$ cat config.mk
export PLATFORM = sky130hd
export DESIGN_NAME = fetchStage
export DESIGN_NICKNAME = d
export VERILOG_FILES = /design/src/hw/fetchPkg.sv /design/src/hw/fetchStage.sv /design/src/hw/hazardDetect.sv /design/src/hw/instrCache.sv /design/src/hw/pcUnit.sv
export SDC_FILE = /design/constraint.sdc
export NUM_CORES = 1
export LEC_CHECK = 0
export BUFFER_PORTS_ARGS = -buffer_cell sky130_fd_sc_hd__buf_2
export CORE_MARGIN = 2
export CORE_UTILIZATION = 60
export DETAILED_ROUTE_END_ITERATION = 7
export GPL_ROUTABILITY_DRIVEN = 0
export PLACE_DENSITY_LB_ADDON = 0.12
export SETUP_SLACK_MARGIN = 0.02
export SLEW_MARGIN = 20
export SYNTH_ARGS = -nofsm -noshare
export SYNTH_HDL_FRONTEND = slang
export SYNTH_HIERARCHICAL = 1
export SYNTH_SLANG_ARGS = --single-unit
$ cat constraint.sdc
create_clock -name clk -period 9.2 [get_ports clk]
set_input_delay 0.92 -clock clk [delete_from_list [all_inputs] [get_ports clk]]
set_output_delay 0.92 -clock clk [all_outputs]
set_load 0.01 [all_outputs]
$ cat src/hw/fetchPkg.sv
// fetch stage package: widths, cache geometry, instruction fields and shared types
package fetchPkg;

   // datapath widths
   localparam int addrWidth   = 16;
   localparam int instrWidth  = 16;
   localparam int regIdxWidth = 3;
   localparam int opWidth     = 5;

   // pc steps by one 16-bit word, extra bit catches the carry out
   localparam logic [addrWidth:0] pcStep = (addrWidth + 1)'(2);

   // direct-mapped cache, one word per line
   localparam int cacheLines = 16;
   localparam int idxWidth   = $clog2(cacheLines);
   localparam int idxLo      = 1;
   localparam int idxHi      = idxLo + idxWidth - 1;
   localparam int tagLo      = idxHi + 1;
   localparam int tagHi      = addrWidth - 1;
   localparam int tagWidth   = tagHi - tagLo + 1;

   // instruction field positions
   localparam int opHi = 15;
   localparam int opLo = 11;
   localparam int rsHi = 10;
   localparam int rsLo = 8;
   localparam int rtHi = 7;
   localparam int rtLo = 5;

   // major opcodes, halt and nop read no registers
   typedef enum logic [opWidth-1:0] {
      opHalt  = 5'b00000,
      opNop   = 5'b00001,
      opJ     = 5'b00100,
      opAddi  = 5'b01000,
      opBeqz  = 5'b01100,
      opBnez  = 5'b01101,
      opStore = 5'b10000,
      opLoad  = 5'b10001,
      opAdd   = 5'b11011
   } opcodeT;

   localparam logic [instrWidth-1:0] nopInstr = {opNop, {(instrWidth - opWidth){1'b0}}};

   // operand forwarding source, youngest writer first
   typedef enum logic [1:0] {fwdNone, fwdX, fwdM, fwdW} fwdSelT;

   // write-back source, wbMem marks a load
   typedef enum logic [1:0] {wbAlu, wbMem, wbPc} wbSelT;

   // register write info of one later pipeline stage
   typedef struct packed {
      logic                   regWrt;
      logic [regIdxWidth-1:0] wrtReg;
      wbSelT                  wbSel;
   } stageWrT;

   // four-phase memory port
   typedef struct packed {
      logic                 req;
      logic [addrWidth-1:0] addr;
   } memReqT;

   typedef struct packed {
      logic                  ack;
      logic [instrWidth-1:0] data;
   } memRspT;

   // decode-side output bundle
   typedef struct packed {
      logic                  valid;
      logic [instrWidth-1:0] instr;
      logic [addrWidth-1:0]  pcNext;
      fwdSelT                fwdA;
      fwdSelT                fwdB;
   } fetchOutT;

endpackage

$ cat src/hw/fetchStage.sv
// instruction fetch stage top: pc, instruction cache and hazard unit with stall and error logic
`timescale 1ns/1ps
module fetchStage (
   input  logic                          clk,
   input  logic                          reset,
   input  logic                          redirect,
   input  logic [fetchPkg::addrWidth-1:0] newPc,
   input  logic                          decodeStall,
   input  fetchPkg::stageWrT             wrD,
   input  fetchPkg::stageWrT             wrX,
   input  fetchPkg::stageWrT             wrM,
   input  fetchPkg::stageWrT             wrW,
   output fetchPkg::memReqT              memReq,
   input  fetchPkg::memRspT              memRsp,
   output fetchPkg::fetchOutT            fetchOut,
   output logic                          fetchStall,
   output logic                          err
);
   import fetchPkg::*;

   logic [addrWidth-1:0]  pc;
   logic [addrWidth-1:0]  pcNext;
   logic [instrWidth-1:0] instr;
   logic                  hit;
   logic                  missBusy;
   logic                  loadUseHold;
   logic                  pcErr;
   logic                  advance;
   logic                  fetchValid;

   // pc moves only when the word at pc is usable and nothing downstream holds it
   assign advance = ~(decodeStall | missBusy | ~hit | loadUseHold | pcErr);

   // a hit counts only outside a fill and before any error
   assign fetchValid = hit & ~missBusy & ~pcErr;

   assign fetchStall = missBusy;
   assign err        = pcErr;

   pcUnit pc0 (
      .clk      (clk),
      .reset    (reset),
      .advance  (advance),
      .redirect (redirect),
      .newPc    (newPc),
      .pc       (pc),
      .pcNext   (pcNext),
      .err      (pcErr)
   );

   instrCache ic0 (
      .clk      (clk),
      .reset    (reset),
      .pc       (pc),
      .instr    (instr),
      .hit      (hit),
      .missBusy (missBusy),
      .memReq   (memReq),
      .memRsp   (memRsp)
   );

   // registers the word for decode and computes hold and forwarding
   hazardDetect hz0 (
      .clk         (clk),
      .reset       (reset),
      .fetchInstr  (instr),
      .fetchValid  (fetchValid),
      .pcNext      (pcNext),
      .redirect    (redirect),
      .decodeStall (decodeStall),
      .wrD         (wrD),
      .wrX         (wrX),
      .wrM         (wrM),
      .wrW         (wrW),
      .loadUseHold (loadUseHold),
      .fetchOut    (fetchOut)
   );

endmodule

$ cat src/hw/hazardDetect.sv
// fetch-to-decode register with NOP insertion, load-use hold and forwarding selects
`timescale 1ns/1ps
module hazardDetect (
   input  logic                           clk,
   input  logic                           reset,
   input  logic [fetchPkg::instrWidth-1:0] fetchInstr,
   input  logic                           fetchValid,
   input  logic [fetchPkg::addrWidth-1:0]  pcNext,
   input  logic                           redirect,
   input  logic                           decodeStall,
   input  fetchPkg::stageWrT              wrD,
   input  fetchPkg::stageWrT              wrX,
   input  fetchPkg::stageWrT              wrM,
   input  fetchPkg::stageWrT              wrW,
   output logic                           loadUseHold,
   output fetchPkg::fetchOutT             fetchOut
);
   import fetchPkg::*;

   opcodeT                 op;
   logic [regIdxWidth-1:0] rs;
   logic [regIdxWidth-1:0] rt;
   logic                   readsSrc;
   logic                   dIsLoad;
   logic                   kill;
   fwdSelT                 selA;
   fwdSelT                 selB;
   fetchOutT               outNext;

   // pick the youngest stage that writes src
   // index matches with regWrt low do not count
   function automatic fwdSelT pickFwd(
      input logic [regIdxWidth-1:0] src,
      input stageWrT                x,
      input stageWrT                m,
      input stageWrT                w
   );
      fwdSelT sel;
      sel = fwdNone;
      if (x.regWrt && x.wrtReg == src) begin
         sel = fwdX;
      end else if (m.regWrt && m.wrtReg == src) begin
         sel = fwdM;
      end else if (w.regWrt && w.wrtReg == src) begin
         sel = fwdW;
      end
      return sel;
   endfunction

   // decode just enough of the fetched word
   assign op = opcodeT'(fetchInstr[opHi:opLo]);
   assign rs = fetchInstr[rsHi:rsLo];
   assign rt = fetchInstr[rtHi:rtLo];

   // everything but halt and nop reads rs and rt
   assign readsSrc = (op != opHalt) && (op != opNop);

   // load sitting in decode whose result the fetched word needs
   assign dIsLoad     = wrD.regWrt && (wrD.wbSel == wbMem);
   assign loadUseHold = fetchValid && readsSrc && dIsLoad &&
                        ((wrD.wrtReg == rs) || (wrD.wrtReg == rt));

   assign selA = readsSrc ? pickFwd(rs, wrX, wrM, wrW) : fwdNone;
   assign selB = readsSrc ? pickFwd(rt, wrX, wrM, wrW) : fwdNone;

   // miss, redirect and load-use all turn the slot into a bubble
   assign kill = !fetchValid || redirect || loadUseHold;

   always_comb begin
      outNext.pcNext = pcNext;
      if (kill) begin
         outNext.valid = 1'b0;
         outNext.instr = nopInstr;
         outNext.fwdA  = fwdNone;
         outNext.fwdB  = fwdNone;
      end else begin
         outNext.valid = 1'b1;
         outNext.instr = fetchInstr;
         outNext.fwdA  = selA;
         outNext.fwdB  = selB;
      end
   end

   // decode register, frozen while decode pushes back
   always_ff @(posedge clk) begin
      if (reset) begin
         fetchOut.valid  <= 1'b0;
         fetchOut.instr  <= nopInstr;
         fetchOut.pcNext <= '0;
         fetchOut.fwdA   <= fwdNone;
         fetchOut.fwdB   <= fwdNone;
      end else if (!decodeStall) begin
         fetchOut <= outNext;
      end
   end

endmodule

$ cat src/hw/instrCache.sv
// direct-mapped read-only instruction cache, fills one word per miss over four-phase req/ack
`timescale 1ns/1ps
module instrCache (
   input  logic                           clk,
   input  logic                           reset,
   input  logic [fetchPkg::addrWidth-1:0]  pc,
   output logic [fetchPkg::instrWidth-1:0] instr,
   output logic                           hit,
   output logic                           missBusy,
   output fetchPkg::memReqT               memReq,
   input  fetchPkg::memRspT               memRsp
);
   import fetchPkg::*;

   // miss engine states
   typedef enum logic [1:0] {idle, request, waitAckLow} missStateT;

   missStateT state;

   // line storage
   logic [cacheLines-1:0] validArr;
   logic [tagWidth-1:0]   tagArr [cacheLines];
   logic [instrWidth-1:0] dataArr [cacheLines];

   // lookup fields of the current pc
   logic [idxWidth-1:0] pcIdx;
   logic [tagWidth-1:0] pcTag;

   // address of the line being filled
   logic [addrWidth-1:0] fillAddr;
   logic [idxWidth-1:0]  fillIdx;
   logic [tagWidth-1:0]  fillTag;

   // fill data is taken on the cycle ack is seen during request
   logic fillCapture;

   assign pcIdx   = pc[idxHi:idxLo];
   assign pcTag   = pc[tagHi:tagLo];
   assign fillIdx = fillAddr[idxHi:idxLo];
   assign fillTag = fillAddr[tagHi:tagLo];

   assign fillCapture = (state == request) && memRsp.ack;

   // lookup is purely combinational, hit and data in the same cycle as pc
   assign hit   = validArr[pcIdx] && (tagArr[pcIdx] == pcTag);
   assign instr = dataArr[pcIdx];

   // busy only while the request phase is open
   // after capture the line is valid so the access hits
   assign missBusy = (state == request);

   // req follows the state, addr is the latched miss address
   always_comb begin
      memReq.req  = (state == request);
      memReq.addr = fillAddr;
   end

   // miss state machine
   always_ff @(posedge clk) begin
      if (reset) begin
         state <= idle;
      end else begin
         case (state)
            idle: begin
               // only start a new request once ack is low
               if (!hit && !memRsp.ack) begin
                  state <= request;
               end
            end
            request: begin
               // memory has data, capture and drop req
               if (memRsp.ack) begin
                  state <= waitAckLow;
               end
            end
            waitAckLow: begin
               // last phase, memory releases ack
               if (!memRsp.ack) begin
                  state <= idle;
               end
            end
            default: begin
               state <= idle;
            end
         endcase
      end
   end

   // miss address, latched as the request opens
   always_ff @(posedge clk) begin
      if (state == idle && !hit && !memRsp.ack) begin
         fillAddr <= pc;
      end
   end

   // valid bits are control state and clear on reset
   always_ff @(posedge clk) begin
      if (reset) begin
         validArr <= '0;
      end else if (fillCapture) begin
         validArr[fillIdx] <= 1'b1;
      end
   end

   // tag and data arrays, written only by the fill
   always_ff @(posedge clk) begin
      if (fillCapture) begin
         tagArr[fillIdx]  <= fillTag;
         dataArr[fillIdx] <= memRsp.data;
      end
   end

endmodule

$ cat src/hw/pcUnit.sv
// program counter with +2 incrementer, redirect select and sticky address error
`timescale 1ns/1ps
module pcUnit (
   input  logic                          clk,
   input  logic                          reset,
   input  logic                          advance,
   input  logic                          redirect,
   input  logic [fetchPkg::addrWidth-1:0] newPc,
   output logic [fetchPkg::addrWidth-1:0] pc,
   output logic [fetchPkg::addrWidth-1:0] pcNext,
   output logic                          err
);
   import fetchPkg::*;

   logic [addrWidth-1:0] pcReg;
   // one extra bit so the carry out of the increment is visible
   logic [addrWidth:0]   incSum;
   logic                 errSticky;
   logic                 curErr;

   assign incSum = {1'b0, pcReg} + pcStep;

   // odd pc is unaligned, carry means the pc wrapped past the top
   assign curErr = pcReg[0] | incSum[addrWidth];

   // flag raised in the same cycle the bad pc shows up
   assign err = errSticky | curErr;

   always_ff @(posedge clk) begin
      if (reset) begin
         pcReg     <= '0;
         errSticky <= 1'b0;
      end else begin
         errSticky <= errSticky | curErr;
         // once in error the pc freezes until reset
         if (!err) begin
            // redirect wins over a held pc
            if (redirect) begin
               pcReg <= newPc;
            end else if (advance) begin
               pcReg <= incSum[addrWidth-1:0];
            end
         end
      end
   end

   assign pc     = pcReg;
   assign pcNext = incSum[addrWidth-1:0];

endmodule

==> metrics.md <==
| Metric | Value |
|---|---|
| Crit-path slowest cell | dfxtp_4 |
| Number of synthesized register bits | 520 |
| Critical Path AT | 6280 ps |
| Simple-gate share of the synthesized area | 0.0456 |
| Starting Density | 0.606 |
| Max stage delay on crit path | between 800 and 900 ps |
| Worst slew pin tran | 994 ps |
| Critical path endpoint category | flip-flop |
| Synth Warn # | 6 |
| Compound-cell area share of the yosys netlist | 0.0263 |
| Cell depth of the worst hold path | 2 |
| Final wirelength | 44.2 mm |
| Final Cycle Share | 0.631 |
| Post-cts resize count | 0 |
| Worst r2r path cells | 15 |
| Layout cells sized above 1 | 0.299 |
| Post-synthesis average cell area | 19.3 um^2 |
| Synth top area cells | edfxtp_1 65%, mux4_2 12%, dfxtp_1 6.9%, mux4_1 2.2%, mux2i_1 1.9% |
| Dpl ws | between 3000 and 4000 ps |
| Hold Path Sink | hz0/fetchOut[3]$_SDFFE_PP0N_ |
| Fin nets | between 1000 and 1500 |
| LEAKAGE | slightly below 8 nW |
| RSZ-0062 raised after global routing | no |
| CTS tree | yes |
| Clock latency on the worst-skew pair | 580 ps |
| Area leader, netlist | edfxtp_1 |
| WS Path Type | reg -> reg |
| Die X-Extent | 190 um |
| Initial antenna violation count | 2 |
| # Post-CTS Setup Buffers | 0 |
| Remaining global-route overflow | 0 |
| Multiplexer share of the synthesized area | 0.163 |
| Max Fclk | 0.172 GHz |
| Layout area overhead | 13.0% |
| Vias | approximately 10000 |
| H-Tree Level Count | 2 |
| Vias per cell | 6.15 |
| Core area | ~0.034 mm^2 |
| Pwr Density | roughly 210 mW/mm^2 |
| Maxcap violations | 0 |
| I/O pins | ~120 |
| Clk_skew | a little under 30 ps |
| XOR/XNOR share of the synthesized area | 0.0239 |
| Remaining DRCs | 0 |
| Drt first pass iters | 7 |
| Post-synthesis cell count | roughly 1100 |
| Final Critical Period | roughly 5800 ps |
| Worst path required time | a little under 10000 ps |
| Status | complete, no violations |
| CTS Sinks | 520 |
| Final worst-path setup slack | ~3400 ps |
| Slew HR | 0.335 |
| Final Non-Filler Cells | ~1700 |
| Die Span Y | between 150 and 200 um |
| Post-synthesis net count | about 1100 |
| Max Slew Vio Count | 0 |
| Share of the synthesized area in the top cell type | 0.648 |
| Total CTS buffers | 52 |
| DR WL/cell | roughly 26 um |
| Clk slew on worst S/H paths | around 60 ps |
| HP Class | reg -> reg |
| CP Buf/Inv Count | 1 |
| Vias in the first global route | about 10000 |
| Worst-path maximum fanout | ~40 |
| Maximum VDD drop | around 0.00015 V |
| Global-route wire length before repair | approximately 66 mm |
| FFs w/ async S/R, synth | 0 |
| Worst r2r dst | pc0/pc[3]$_SDFFE_PP0P_ |
| Post-synth EDFFs | 448 |
| Final Setup Violations | 0 |
| Sequential cell area fraction in the yosys report | 0.717 |
| Cell area after synthesis | 0.0208 mm^2 |
| R2R Setup Slk | approximately 3400 ps |
| Hold Vio Cnt, Final | 0 |
| Rows | 68 |
| Largest family of logic cells by synthesized area | multiplexers |
| Reg-to-reg startpoint | pc0/pc[3]$_SDFFE_PP0P_ |
| CP delay by family, top | simple AND/OR/NAND/NOR gates |
| Setup TNS | 0 ps |
| Detail Route Antenna Nets | 0 |
| Initial DRC Count | 866 |
| Startpoint class of the critical path | flip-flop |
| Gr usage total | 0.250 |
| Die Footprint | around 0.036 mm^2 |
| Dpl cells | roughly 1600 |
| Hold_sp | hz0/fetchOut[3]$_SDFFE_PP0N_ |
| Root buf cell | clkbuf_16 |
| HPWL Detailed | between 20 and 25 mm |
| Clock Path Buffers | 3 |
| # port buffers | 110 |
| Synth Area in Adders | 0.000602 |
| Crit-path cells | buf_4 -> mux4_2 -> mux4_2 -> xnor2_1 -> nand3_1 -> nor4_4 -> nor3b_2 -> and4b_1 -> nand4_1 -> a21oi_4 -> nor3b_2 -> o21ai_0 -> or2_1 -> o21ai_1 -> and2_1 |
| Largest net degree at the start of global routing | 58 |
| Dominant synthesized flop cell | edfxtp_1 |
| Hold Buf Count CTS | 0 |
| Yosys cell types | 60 |
metrics by stage:
stage	util	hold WS, ps	power, mW	cell area (um^2)
2_1_floorplan	-	419	2.95	20800
3_3_place_gp	0.636	434	3.05	21800
3_5_place_dp	0.636	435	3.05	21800
4_1_cts	0.684	450	5.08	23500
5_1_grt	0.684	477	5.21	23500
6_report	0.684	450	5.04	23500
worst max path at each step:
stage,startpoint,endpoint,slack (ps),depth (start not counted)
after global placement,pc0/pc[3]$_SDFFE_PP0P_,pc0/pc[3]$_SDFFE_PP0P_,3410,15
final,pc0/pc[3]$_SDFFE_PP0P_,pc0/pc[3]$_SDFFE_PP0P_,3390,15
after floorplan,pc0/pc[1]$_SDFFE_PP0P_,pc0/pc[14]$_SDFFE_PP0P_,4940,19
after global routing,pc0/pc[3]$_SDFFE_PP0P_,pc0/pc[3]$_SDFFE_PP0P_,2990,15
after CTS,pc0/pc[3]$_SDFFE_PP0P_,pc0/pc[3]$_SDFFE_PP0P_,3340,15
after detailed placement,pc0/pc[3]$_SDFFE_PP0P_,pc0/pc[3]$_SDFFE_PP0P_,3390,15
Yosys cell counts (all sizes together) (3+ instances only):
master  count
clkbuf     15
nor4        8
o31ai      18
nand2b     13
and4        4
a211oi      4
dfxtp      72
xnor2      39
inv        23
nor2b       5
o21ai       7
nor2       72
a221oi      3
nand2      40
nor3       10
nor3b       4
o211ai      8
nand3      10
a21oi      17
mux4      130
mux2i      39
buf        45
edfxtp    448
xor2       15
nand4      10
per-layer routing:
| metal | global-route usage | part of all wire | vias to the layer above |
|---|---|---|---|
| li1 | - | - | 4576 |
| met1 | 0.379 | 0.44 | 5437 |
| met2 | 0.384 | 0.47 | 407 |
| met3 | 0.0446 | 0.073 | 71 |
| met4 | 0.0686 | 0.021 | 0 |
| met5 | 0 | 0 | - |
registers in the layout (all words and copies together), names as in the netlist:
signal and count:
pc0/errSticky 1, pc0/pc 16, ic0/state 2, ic0/tagArr 176
ic0/validArr 16, ic0/fillAddr 16, ic0/dataArr 256, hz0/fetchOut 37
area by class of cell:
| type | instances | area, um^2 |
|---|---|---|
| fill | 2222 | 10800 |
| clock inverter | 29 | 269 |
| multi-input combinational | 475 | 5500 |
| clock buffer | 67 | 1390 |
| antenna | 1 | 2.50 |
| inverter | 23 | 86.3 |
| tap | 455 | 569 |
| sequential | 520 | 14900 |
| timing repair buffer | 136 | 746 |
worst reg2reg max path, cell delays in order, from the launching register on:
cell and delay [ps]:
dfxtp_4 880, buf_4 570, mux4_2 380, mux4_2 490
xnor2_1 230, nand3_1 210, nor4_4 350, nor3b_2 310
and4b_1 300, nand4_1 170, a21oi_4 560, nor3b_2 100
o21ai_0 300, or2_1 540, o21ai_1 140, and2_1 170
cells in the final DEF, fill, tap and decap left out, drive strengths merged, types with 2 or more instances in the layout:
cell	count
clkbuf	67
nand3	10
nor2	72
nand2	40
o21ai	7
dfxtp	72
or2	2
a221oi	3
and2	2
bufinv	4
clkinv	24
a211oi	4
a41oi	2
buf	136
nand4	10
nand4b	2
nor3	10
o31ai	18
xnor2	39
xor2	15
nor2b	5
nand2b	13
edfxtp	448
a21oi	17
nor4	8
inv	23
mux4	130
nor3b	4
o211ai	8
mux2i	39
and4	4
power breakdown:
part	leakage (nW)	switching, mW	internal, mW
Sequential	4.64	0.0642	2.59
Clock	0.806	0.863	1.18
Combinational	2.30	0.180	0.170
Total	7.75	1.11	3.94
kinds of logic after synthesis:
family / after synthesis
fa+ha+maj: 1
buf+inv: 83
mux: 169
simple gates: 184
compound gates: 67
flops: 520
xor+xnor: 54
(Power assumes the default switching activity.)
